==> src/hw/dcache_pkg.sv <==
package dcache_pkg;

    // geometry
    localparam int PA_WIDTH     = 16;
    localparam int LINE_BYTES   = 16;
    localparam int LINE_WIDTH   = LINE_BYTES * 8;
    localparam int OFFSET_WIDTH = $clog2(LINE_BYTES);
    localparam int N_SETS       = 8;
    localparam int SET_WIDTH    = $clog2(N_SETS);
    localparam int N_WAYS       = 4;
    localparam int WAY_WIDTH    = $clog2(N_WAYS);
    localparam int TAG_WIDTH    = PA_WIDTH - SET_WIDTH - OFFSET_WIDTH;

    // controller states
    localparam int STATE_WIDTH = 3;
    localparam logic [STATE_WIDTH-1:0] C_IDLE      = 3'd0;
    localparam logic [STATE_WIDTH-1:0] C_LOOKUP    = 3'd1;
    localparam logic [STATE_WIDTH-1:0] C_WRITEBACK = 3'd2;
    localparam logic [STATE_WIDTH-1:0] C_REFILL    = 3'd3;
    localparam logic [STATE_WIDTH-1:0] C_RESPOND   = 3'd4;

    // lfsr seed, must be nonzero
    localparam logic [15:0] LFSR_SEED = 16'hace1;

    typedef enum logic [1:0] {
        SIZE_BYTE,
        SIZE_HALF,
        SIZE_WORD
    } size_e;

    // one address, seen raw or split into line fields
    typedef union packed {
        logic [PA_WIDTH-1:0] raw;
        struct packed {
            logic [TAG_WIDTH-1:0]    tag;
            logic [SET_WIDTH-1:0]    set;
            logic [OFFSET_WIDTH-1:0] offset;
        } f;
    } pa_u;

endpackage

==> src/hw/way_if.sv <==
`timescale 1ns/1ns

interface way_if
    import dcache_pkg::*;
();

    // controller side
    logic [SET_WIDTH-1:0]  set_idx;
    logic [TAG_WIDTH-1:0]  lookup_tag;
    logic                  fill;
    logic [LINE_WIDTH-1:0] fill_line;
    logic [TAG_WIDTH-1:0]  fill_tag;
    logic                  store;
    logic [LINE_BYTES-1:0] store_mask;
    logic [LINE_WIDTH-1:0] store_line;
    logic                  victim_clr;

    // way side, all at set_idx
    logic                  hit;
    logic                  valid;
    logic                  dirty;
    logic [TAG_WIDTH-1:0]  tag;
    logic [LINE_WIDTH-1:0] line;

    modport ctrl (
        output set_idx, lookup_tag, fill, fill_line, fill_tag,
        output store, store_mask, store_line, victim_clr
    );

    modport way (
        input  set_idx, lookup_tag, fill, fill_line, fill_tag,
        input  store, store_mask, store_line, victim_clr,
        output hit, valid, dirty, tag, line
    );

    modport merge (
        input hit, valid, dirty, tag, line
    );

endinterface

==> src/hw/dcache_way.sv <==
`timescale 1ns/1ns

module dcache_way
    import dcache_pkg::*;
(
    input logic  clk,
    input logic  rst,
    way_if.way   i_bus
);

    logic [TAG_WIDTH-1:0]  tag_mem  [N_SETS];
    logic [LINE_WIDTH-1:0] line_mem [N_SETS];
    logic [N_SETS-1:0]     valid_bits;
    logic [N_SETS-1:0]     dirty_bits;

    // lookup at the presented set
    assign i_bus.valid = valid_bits[i_bus.set_idx];
    assign i_bus.dirty = dirty_bits[i_bus.set_idx];
    assign i_bus.tag   = tag_mem[i_bus.set_idx];
    assign i_bus.line  = line_mem[i_bus.set_idx];
    assign i_bus.hit   = i_bus.valid && (i_bus.tag == i_bus.lookup_tag);

    always_ff @(posedge clk or posedge rst) begin
        if (rst) begin
            valid_bits <= '0;
            dirty_bits <= '0;
        end else begin
            if (i_bus.victim_clr) begin
                valid_bits[i_bus.set_idx] <= 1'b0;
                dirty_bits[i_bus.set_idx] <= 1'b0;
            end
            if (i_bus.fill) begin
                valid_bits[i_bus.set_idx] <= 1'b1; // refilled lines start clean
                dirty_bits[i_bus.set_idx] <= 1'b0;
            end
            if (i_bus.store) begin
                dirty_bits[i_bus.set_idx] <= 1'b1;
            end
        end
    end

    // data and tag arrays
    always_ff @(posedge clk) begin
        if (i_bus.fill) begin
            tag_mem[i_bus.set_idx]  <= i_bus.fill_tag;
            line_mem[i_bus.set_idx] <= i_bus.fill_line;
        end else if (i_bus.store) begin
            for (int b = 0; b < LINE_BYTES; b++) begin
                if (i_bus.store_mask[b]) begin
                    line_mem[i_bus.set_idx][b*8 +: 8] <= i_bus.store_line[b*8 +: 8];
                end
            end
        end
    end

endmodule

==> src/flat_wrapper.sv <==
// flat-port wrapper written by rule: the top's interface ports become plain ports
module dcache_way_flat import dcache_pkg::*;
  (clk, rst, i_bus_set_idx, i_bus_lookup_tag, i_bus_fill, i_bus_fill_line, i_bus_fill_tag, i_bus_store, i_bus_store_mask, i_bus_store_line, i_bus_victim_clr, i_bus_hit, i_bus_valid, i_bus_dirty, i_bus_tag, i_bus_line);
  way_if i_bus_i ();
  input logic clk;
  input logic rst;
  input wire logic [$bits(i_bus_i.set_idx)-1:0] i_bus_set_idx;
  input wire logic [$bits(i_bus_i.lookup_tag)-1:0] i_bus_lookup_tag;
  input wire logic [$bits(i_bus_i.fill)-1:0] i_bus_fill;
  input wire logic [$bits(i_bus_i.fill_line)-1:0] i_bus_fill_line;
  input wire logic [$bits(i_bus_i.fill_tag)-1:0] i_bus_fill_tag;
  input wire logic [$bits(i_bus_i.store)-1:0] i_bus_store;
  input wire logic [$bits(i_bus_i.store_mask)-1:0] i_bus_store_mask;
  input wire logic [$bits(i_bus_i.store_line)-1:0] i_bus_store_line;
  input wire logic [$bits(i_bus_i.victim_clr)-1:0] i_bus_victim_clr;
  output wire logic [$bits(i_bus_i.hit)-1:0] i_bus_hit;
  output wire logic [$bits(i_bus_i.valid)-1:0] i_bus_valid;
  output wire logic [$bits(i_bus_i.dirty)-1:0] i_bus_dirty;
  output wire logic [$bits(i_bus_i.tag)-1:0] i_bus_tag;
  output wire logic [$bits(i_bus_i.line)-1:0] i_bus_line;
  assign i_bus_i.set_idx = i_bus_set_idx;
  assign i_bus_i.lookup_tag = i_bus_lookup_tag;
  assign i_bus_i.fill = i_bus_fill;
  assign i_bus_i.fill_line = i_bus_fill_line;
  assign i_bus_i.fill_tag = i_bus_fill_tag;
  assign i_bus_i.store = i_bus_store;
  assign i_bus_i.store_mask = i_bus_store_mask;
  assign i_bus_i.store_line = i_bus_store_line;
  assign i_bus_i.victim_clr = i_bus_victim_clr;
  assign i_bus_hit = i_bus_i.hit;
  assign i_bus_valid = i_bus_i.valid;
  assign i_bus_dirty = i_bus_i.dirty;
  assign i_bus_tag = i_bus_i.tag;
  assign i_bus_line = i_bus_i.line;
  dcache_way u_core (.clk(clk), .rst(rst), .i_bus(i_bus_i));
endmodule
==> config.mk <==
export PLATFORM = sky130hd
export DESIGN_NAME = dcache_way_flat
export DESIGN_NICKNAME = d
export VERILOG_FILES = /design/src/hw/dcache_pkg.sv /design/src/hw/way_if.sv /design/src/hw/dcache_way.sv /design/src/flat_wrapper.sv
export SDC_FILE = /design/constraint.sdc
export NUM_CORES = 1
export LEC_CHECK = 0
export ABC_AREA = 1
export BUFFER_PORTS_ARGS = -buffer_cell sky130_fd_sc_hd__buf_2
export CORE_AREA = 3 3 333 335
export CTS_BUF_LIST = sky130_fd_sc_hd__clkbuf_4 sky130_fd_sc_hd__clkbuf_8
export DETAILED_ROUTE_END_ITERATION = 16
export DIE_AREA = 0 0 336 338
export SYNTH_ARGS = -nofsm -noshare
export SYNTH_HDL_FRONTEND = slang
export SYNTH_SLANG_ARGS = --single-unit
==> constraint.sdc <==
create_clock -name clk -period 2.28 [get_ports clk]
set_input_delay 0.456 -clock clk [delete_from_list [all_inputs] [get_ports clk]]
set_output_delay 0.456 -clock clk [all_outputs]
set_load 0.05 [all_outputs]
* After elaboration in Yosys (flattened, before gate mapping)
Memories as Yosys holds them, arrays and structs flattened.
Index checks and enable logic that the tools add are counted.
** Word-level totals
- Flip-flop bits (word level) :: 16
- Bits in writable memories :: 1096
- Bits of input ports :: 298
- Output and inout bits :: 140
- Logic and storage cells :: 124
- Memories :: 2
** Operators by class
- $lt $le $gt $ge :: 2
- Eq/ne operators :: 1
- Muxes and demuxes :: 93
- Bitwise gates (word level) :: 22
- Reduce and logical (&&, ||, !) cells :: 2
** Memories
- u_core.line_mem :: words 8, width 128, read ports 1, clocked after memory_dff 0, write ports 1, line dcache_way.sv:12 : logic [LINE_WIDTH-1:0] line_mem [N_SETS];
- u_core.tag_mem :: words 8, width 9, read ports 1, clocked after memory_dff 0, write ports 1, line dcache_way.sv:11 : logic [TAG_WIDTH-1:0] tag_mem [N_SETS];
** Operators by type and width (number)
- 2-to-1 mux 8 bit :: 21
- 2-to-1 mux 1 bit :: 69
- bitwise AND 8 bit :: 3
- bitwise OR 1 bit :: 16
- bitwise OR 8 bit :: 2
- == test 9 bit :: 1
- inverter 8 bit :: 1
- binary-select mux 1 bit (select 3 bit) :: 2
- < comparator 3 x 4 -> 1 bit (second input constant) :: 1
- demux 1 bit (select 3 bit) :: 1
- >= comparator 3 x 1 -> 1 bit (second input constant) :: 1
- logical AND 1 bit :: 2

* Logic depth before layout (Yosys ltp)
- Depth in word-level cells :: 11
- Depth in mapped cells :: 14
- Mapped depth without buffers :: 13

* Worst setup path before layout
OpenSTA, ideal clock, no wires.
- Kind :: input to output
- Start point :: in i_bus_set_idx[0]
- End point :: out i_bus_hit
- Arrival time :: 2.312 ns
- Data required time :: 1.824 ns
- Slack :: -0.488 ns
- Stages :: 11
- Path buffers :: 1
- Cell sequence :: buf_6 > or2_2 > nand3_1 > nand2_1 > inv_1 > nand2_1 > nand2_1 > nand3_1 > nor2_1 > nand2_1 > nor2_1
** Between the ends
- Cells in the longest elaborated chain, start to end :: 3
- Elaborated cells on any way between the ends :: 5
- Those cells by class :: eq/ne: 1; mux: 2; reduce/logical: 1; memory: 1
** RTL lines
- start, declared :: line flat_wrapper.sv:7 : input wire logic [$bits(i_bus_i.set_idx)-1:0] i_bus_set_idx;
- memory read (8 x 9 bit)
- via i_bus_tag[5] :: line flat_wrapper.sv:19 : output wire logic [$bits(i_bus_i.tag)-1:0] i_bus_tag;
- == test 9 bit :: line dcache_way.sv:21 : assign i_bus.hit = i_bus.valid && (i_bus.tag == i_bus.lookup_tag);
- logical AND 1 bit :: line dcache_way.sv:21
- end, declared :: line flat_wrapper.sv:16 : output wire logic [$bits(i_bus_i.hit)-1:0] i_bus_hit;
The timed path passes the listed nets, and every way through them passes these cells. The select of a mux whose other input is x is not followed.

* Final worst setup path
- Start point :: mem u_core.tag_mem[6][7] in the netlist's numbering
- End point :: out i_bus_hit
** Between the ends
- Cells in the longest elaborated chain, start to end :: 3
** RTL lines (line)
- start, declared :: dcache_way.sv:11
- memory read (8 x 9 bit)
- == test 9 bit :: dcache_way.sv:21
- logical AND 1 bit :: dcache_way.sv:21
Every way passes these cells.

==> flow_summary_export.csv <==
group,metric,value,unit
global_routing,grt_use_total,24.7,%
floorplanning,die_h,338,um
power_and_ir_drop,power_switching_share,25.8,%
cts,cts_made_buffers,177,
timing,final_hold_viol_count,0,
setup_path,worstSetupEndpointType,"output pin",
synthesis,synth_seq_cells,1112,
global_routing,grt_first_pass_wirelength,202000,um
timing,fin_ws,-0.535,ns
drt,ant_nets,0,
synthesis,ys_seq_area_share,77.3,%
synthesis,synthArstFlopShare,1.44,%
timing,slew_viol_final,0,
cts,htreeDepth,4,
synthesis,synth.distinct_cells,36,
run_status,outcome,"finished, violations left",
timing,rsz0062_at_grt,"true",
timing,maxSlewHeadroom,40.6,%
drt,drc_errors,0,
worst_hold_path,holdPathStages,2,
floorplanning,coreArea,108000,sq um
worst_hold_path,hold_end,"u_core.line_mem[6][46]$_DFFE_PP_",
timing,finClkSkew,0,ns
synthesis,syn_avg_cell_area,14.9,sq um
floorplanning,start_util,39.8,%
drt,vias_per_cell,5.28,
final_layout,most-common-layout-cells,"edfxtp_1 (1,096), nand2_1 (419), buf_4 (372), buf_2 (294), dlygate4sd3_1 (257)",
timing,post-route-min-period,2.82,ns
timing,fmax,355,MHz
synthesis,synthFlopType,"edfxtp_1",
power_and_ir_drop,power_density,731,nW/um^2
final_layout,fillerInstances,8081,
setup_path,crit_arrival,2.36,ns
run_status,violations,"negative setup slack",
power_and_ir_drop,p_comb_share,14.9,%
synthesis,syn-num-nets,3194,
cts,tritoncts,"done",
setup_path,r2r_cells,2,
cts,cts_root_buf,"clkbuf_8",
power_and_ir_drop,power_switching,12200,uW
drt,wl,147000,um
setup_path,path_class,"flip-flop to output pin",
final_layout,instances_no_fill,5846,
place,place_inst,5040,
setup_path,r2r_end,"u_core.dirty_bits[6]$_DFF_PP0_",
power_and_ir_drop,p_leak,0.0245,uW
drt,drtPass1Iterations,5,
cts,cts_buffer_depth,3,
timing,setup_viol,140,
setup_path,timing.rr.start,"u_core.dirty_bits[6]$_DFF_PP0_",
global_routing,grt_pass1_vias,30421,
final_layout,final_common_cell,"edfxtp_1",
synthesis,synth_area,43100,sq um
cts,cts.sinks,1112,
setup_path,path_max_fanout,2,
drt,vias,30853,
place,port_buffers,437,
floorplanning,pin_count,438,
final_layout,drive_gt1_share,44.9,%
drt,post_drt_wl_per_cell,25.1,um
power_and_ir_drop,p_clk_share,34.6,%
drt,drtIter0Drc,2809,
floorplanning,die_area,114000,sq um
final_layout,final_util,59.6,%
synthesis,syn_inst,2896,
power_and_ir_drop,power.internal,35000,uW
setup_path,crit_path_start_kind,"flip-flop",
cts,insertion_delay,0.85,ns
place,gp_congestion,0.801,
setup_path,r2r_setup_slack,1.55,ns
setup_path,worstPathRequired,1.82,ns
power_and_ir_drop,seq_power_share,50.5,%
worst_hold_path,worstHoldPathType,"input port to flip-flop",
timing,tightest_slew,0.888,ns
run,max-cap-violations,0,
cts,clk_pin_slew_worst_paths,0.06,ns
floorplanning,dieWidth,336,um
synthesis,yosysWarnings,0,
synthesis,synth-edff-count,1096,
final_layout,syn2layout_area_growth,49.8,%
global_routing,grt_start_max_net_pins,24,
global_routing,grt_antenna_before_repair,6,
final_layout,fin_nets,4598,
power_and_ir_drop,max-vdd-ir-drop,0.000498,V
worst_hold_path,holdCritStartpoint,"i_bus_store_line[46]",
global_routing,grt_overflow_total,0,
timing,period_share,123,%
place,dp_hpwl,83200,um
floorplanning,rows,121,
-- what timing repair did --
| item | CTS | global route |
|---|---|---|
| endpoints found under the setup margin | 140 | 140 |
| buffers inserted | 135 | 87 |
| pin swaps | 235 | 248 |
| hold buffers | 257 | 0 |
| gates cloned | 45 | 16 |
| hold endpoints to repair | 953 | 0 |
| gates resized for setup | 833 | 405 |
-- cells by family (layout without fill, tap and decap cells) --
family / count (synthesis) / in the layout / share of synthesized area (%)
AO/OA/AOI/OAI: 407 / 407 / 6.91
buffers and inverters: 281 / 1813 / 2.96
flip-flops: 1112 / 1112 / 77.3
multiplexers: 128 / 128 / 3.34
other: 0 / 4 / 0
AND/OR/NAND/NOR: 968 / 968 / 9.53
-- synthesized netlist by cell type, types with 8 or more instances --
cell | n | share of area, %
nand3_1 | 62 | 0.72
a22oi_1 | 166 | 2.9
buf_6 | 12 | 0.31
edfxtp_1 | 1096 | 76
mux2_2 | 128 | 3.3
buf_2 | 85 | 0.99
inv_2 | 10 | 0.087
nand4_1 | 77 | 1.1
nor2_1 | 186 | 1.6
a221oi_1 | 98 | 2.0
and3_1 | 20 | 0.29
a22o_1 | 8 | 0.16
o2111a_1 | 15 | 0.39
inv_1 | 124 | 1.1
nand2_1 | 593 | 5.2
nand3_2 | 11 | 0.26
dfrtp_1 | 16 | 0.93
o21ai_0 | 81 | 0.94
clkbuf_1 | 37 | 0.32
a21oi_1 | 21 | 0.24
-- how the worst max path moves through the flow --
| stage | start | to | depth (start not counted) | slack [ns] |
|---|---|---|---|---|
| after floorplan | i_bus_set_idx[0] | i_bus_hit | 11 | -0.02 |
| after detailed placement | i_bus_set_idx[1] | i_bus_line[111] | 11 | -0.49 |
| after global routing | u_core.tag_mem[6][7]$_DFFE_PP_ | i_bus_hit | 12 | -0.70 |
| after CTS | u_core.tag_mem[6][2]$_DFFE_PP_ | i_bus_hit | 10 | -0.62 |
| after global placement | i_bus_set_idx[0] | i_bus_hit | 11 | -0.47 |
| final | u_core.tag_mem[6][7]$_DFFE_PP_ | i_bus_hit | 12 | -0.54 |
-- through the flow --
stage	setup slack [ns]	TNS [ns]	power, uW	area, sq um	hold WS [ns]
2_1_floorplan	-0.0192	-0.106	26800	43400	0.370
3_3_place_gp	-0.474	-80.29	29000	50800	0.481
3_5_place_dp	-0.485	-83.38	29100	50800	0.490
4_1_cts	-0.620	-46.76	47000	62300	0.000288
5_1_grt	-0.698	-44.51	48800	64600	0.0448
6_report	-0.535	-36.63	47200	64600	0.0856
-- critical path, cell delays in order, from the launching register on --
cell and delay, ns:
edfxtp_1 0.37, nand2_1 0.10, nand2_1 0.08, nand2_1 0.10
nand2_2 0.08, nand2_4 0.08, nand2_2 0.06, nand2_1 0.05
nand2_1 0.06, nor2_2 0.13, nand2_2 0.10, nor2_4 0.12
buf_8 0.15
-- metal layers --
| metal | GRT usage (%) | share of wire (%) | wire length [um] | vias to the layer above |
|---|---|---|---|---|
| met5 | 0 | 0.0082 | 12 | - |
| met4 | 7.78 | 2.8 | 4080 | 2 |
| li1 | - | - | - | 13775 |
| met2 | 40.7 | 48 | 70900 | 1414 |
| met3 | 4.87 | 7.9 | 11600 | 230 |
| met1 | 33.2 | 41 | 60200 | 15432 |
-- power by group through the flow --
| stage | registers (uW) | logic (uW) | clock network, uW |
|---|---|---|---|
| 2_1_floorplan | 24100 | 2700 | 0 |
| 5_1_grt | 23900 | 7360 | 17500 |
| 3_3_place_gp | 24100 | 4910 | 0 |
| 3_5_place_dp | 24200 | 4940 | 0 |
| 4_1_cts | 23800 | 6620 | 16600 |
| 6_report | 23800 | 7020 | 16400 |
-- cell type report --
| class | count | area (sq um) | area share [%] |
|---|---|---|---|
| Sequential cell | 1112 | 33300 | 51.6 |
| Timing Repair Buffer | 1369 | 14200 | 22.0 |
| Multi-Input combinational cell | 1503 | 11300 | 17.5 |
| Clock buffer | 243 | 2930 | 4.54 |
| Tap cell | 1414 | 1770 | 2.74 |
| Inverter | 135 | 632 | 0.978 |
| Clock inverter | 64 | 419 | 0.649 |
| Timing Repair inverter | 2 | 32.5 | 0.0504 |
| Antenna cell | 4 | 10.0 | 0.0155 |
-- registers in the layout (all words and copies together), names as in the netlist --
register           cells
u_core.tag_mem        72
u_core.dirty_bits      8
u_core.line_mem     1024
u_core.valid_bits      8
Note: power is estimated with default switching activity, not from simulation.
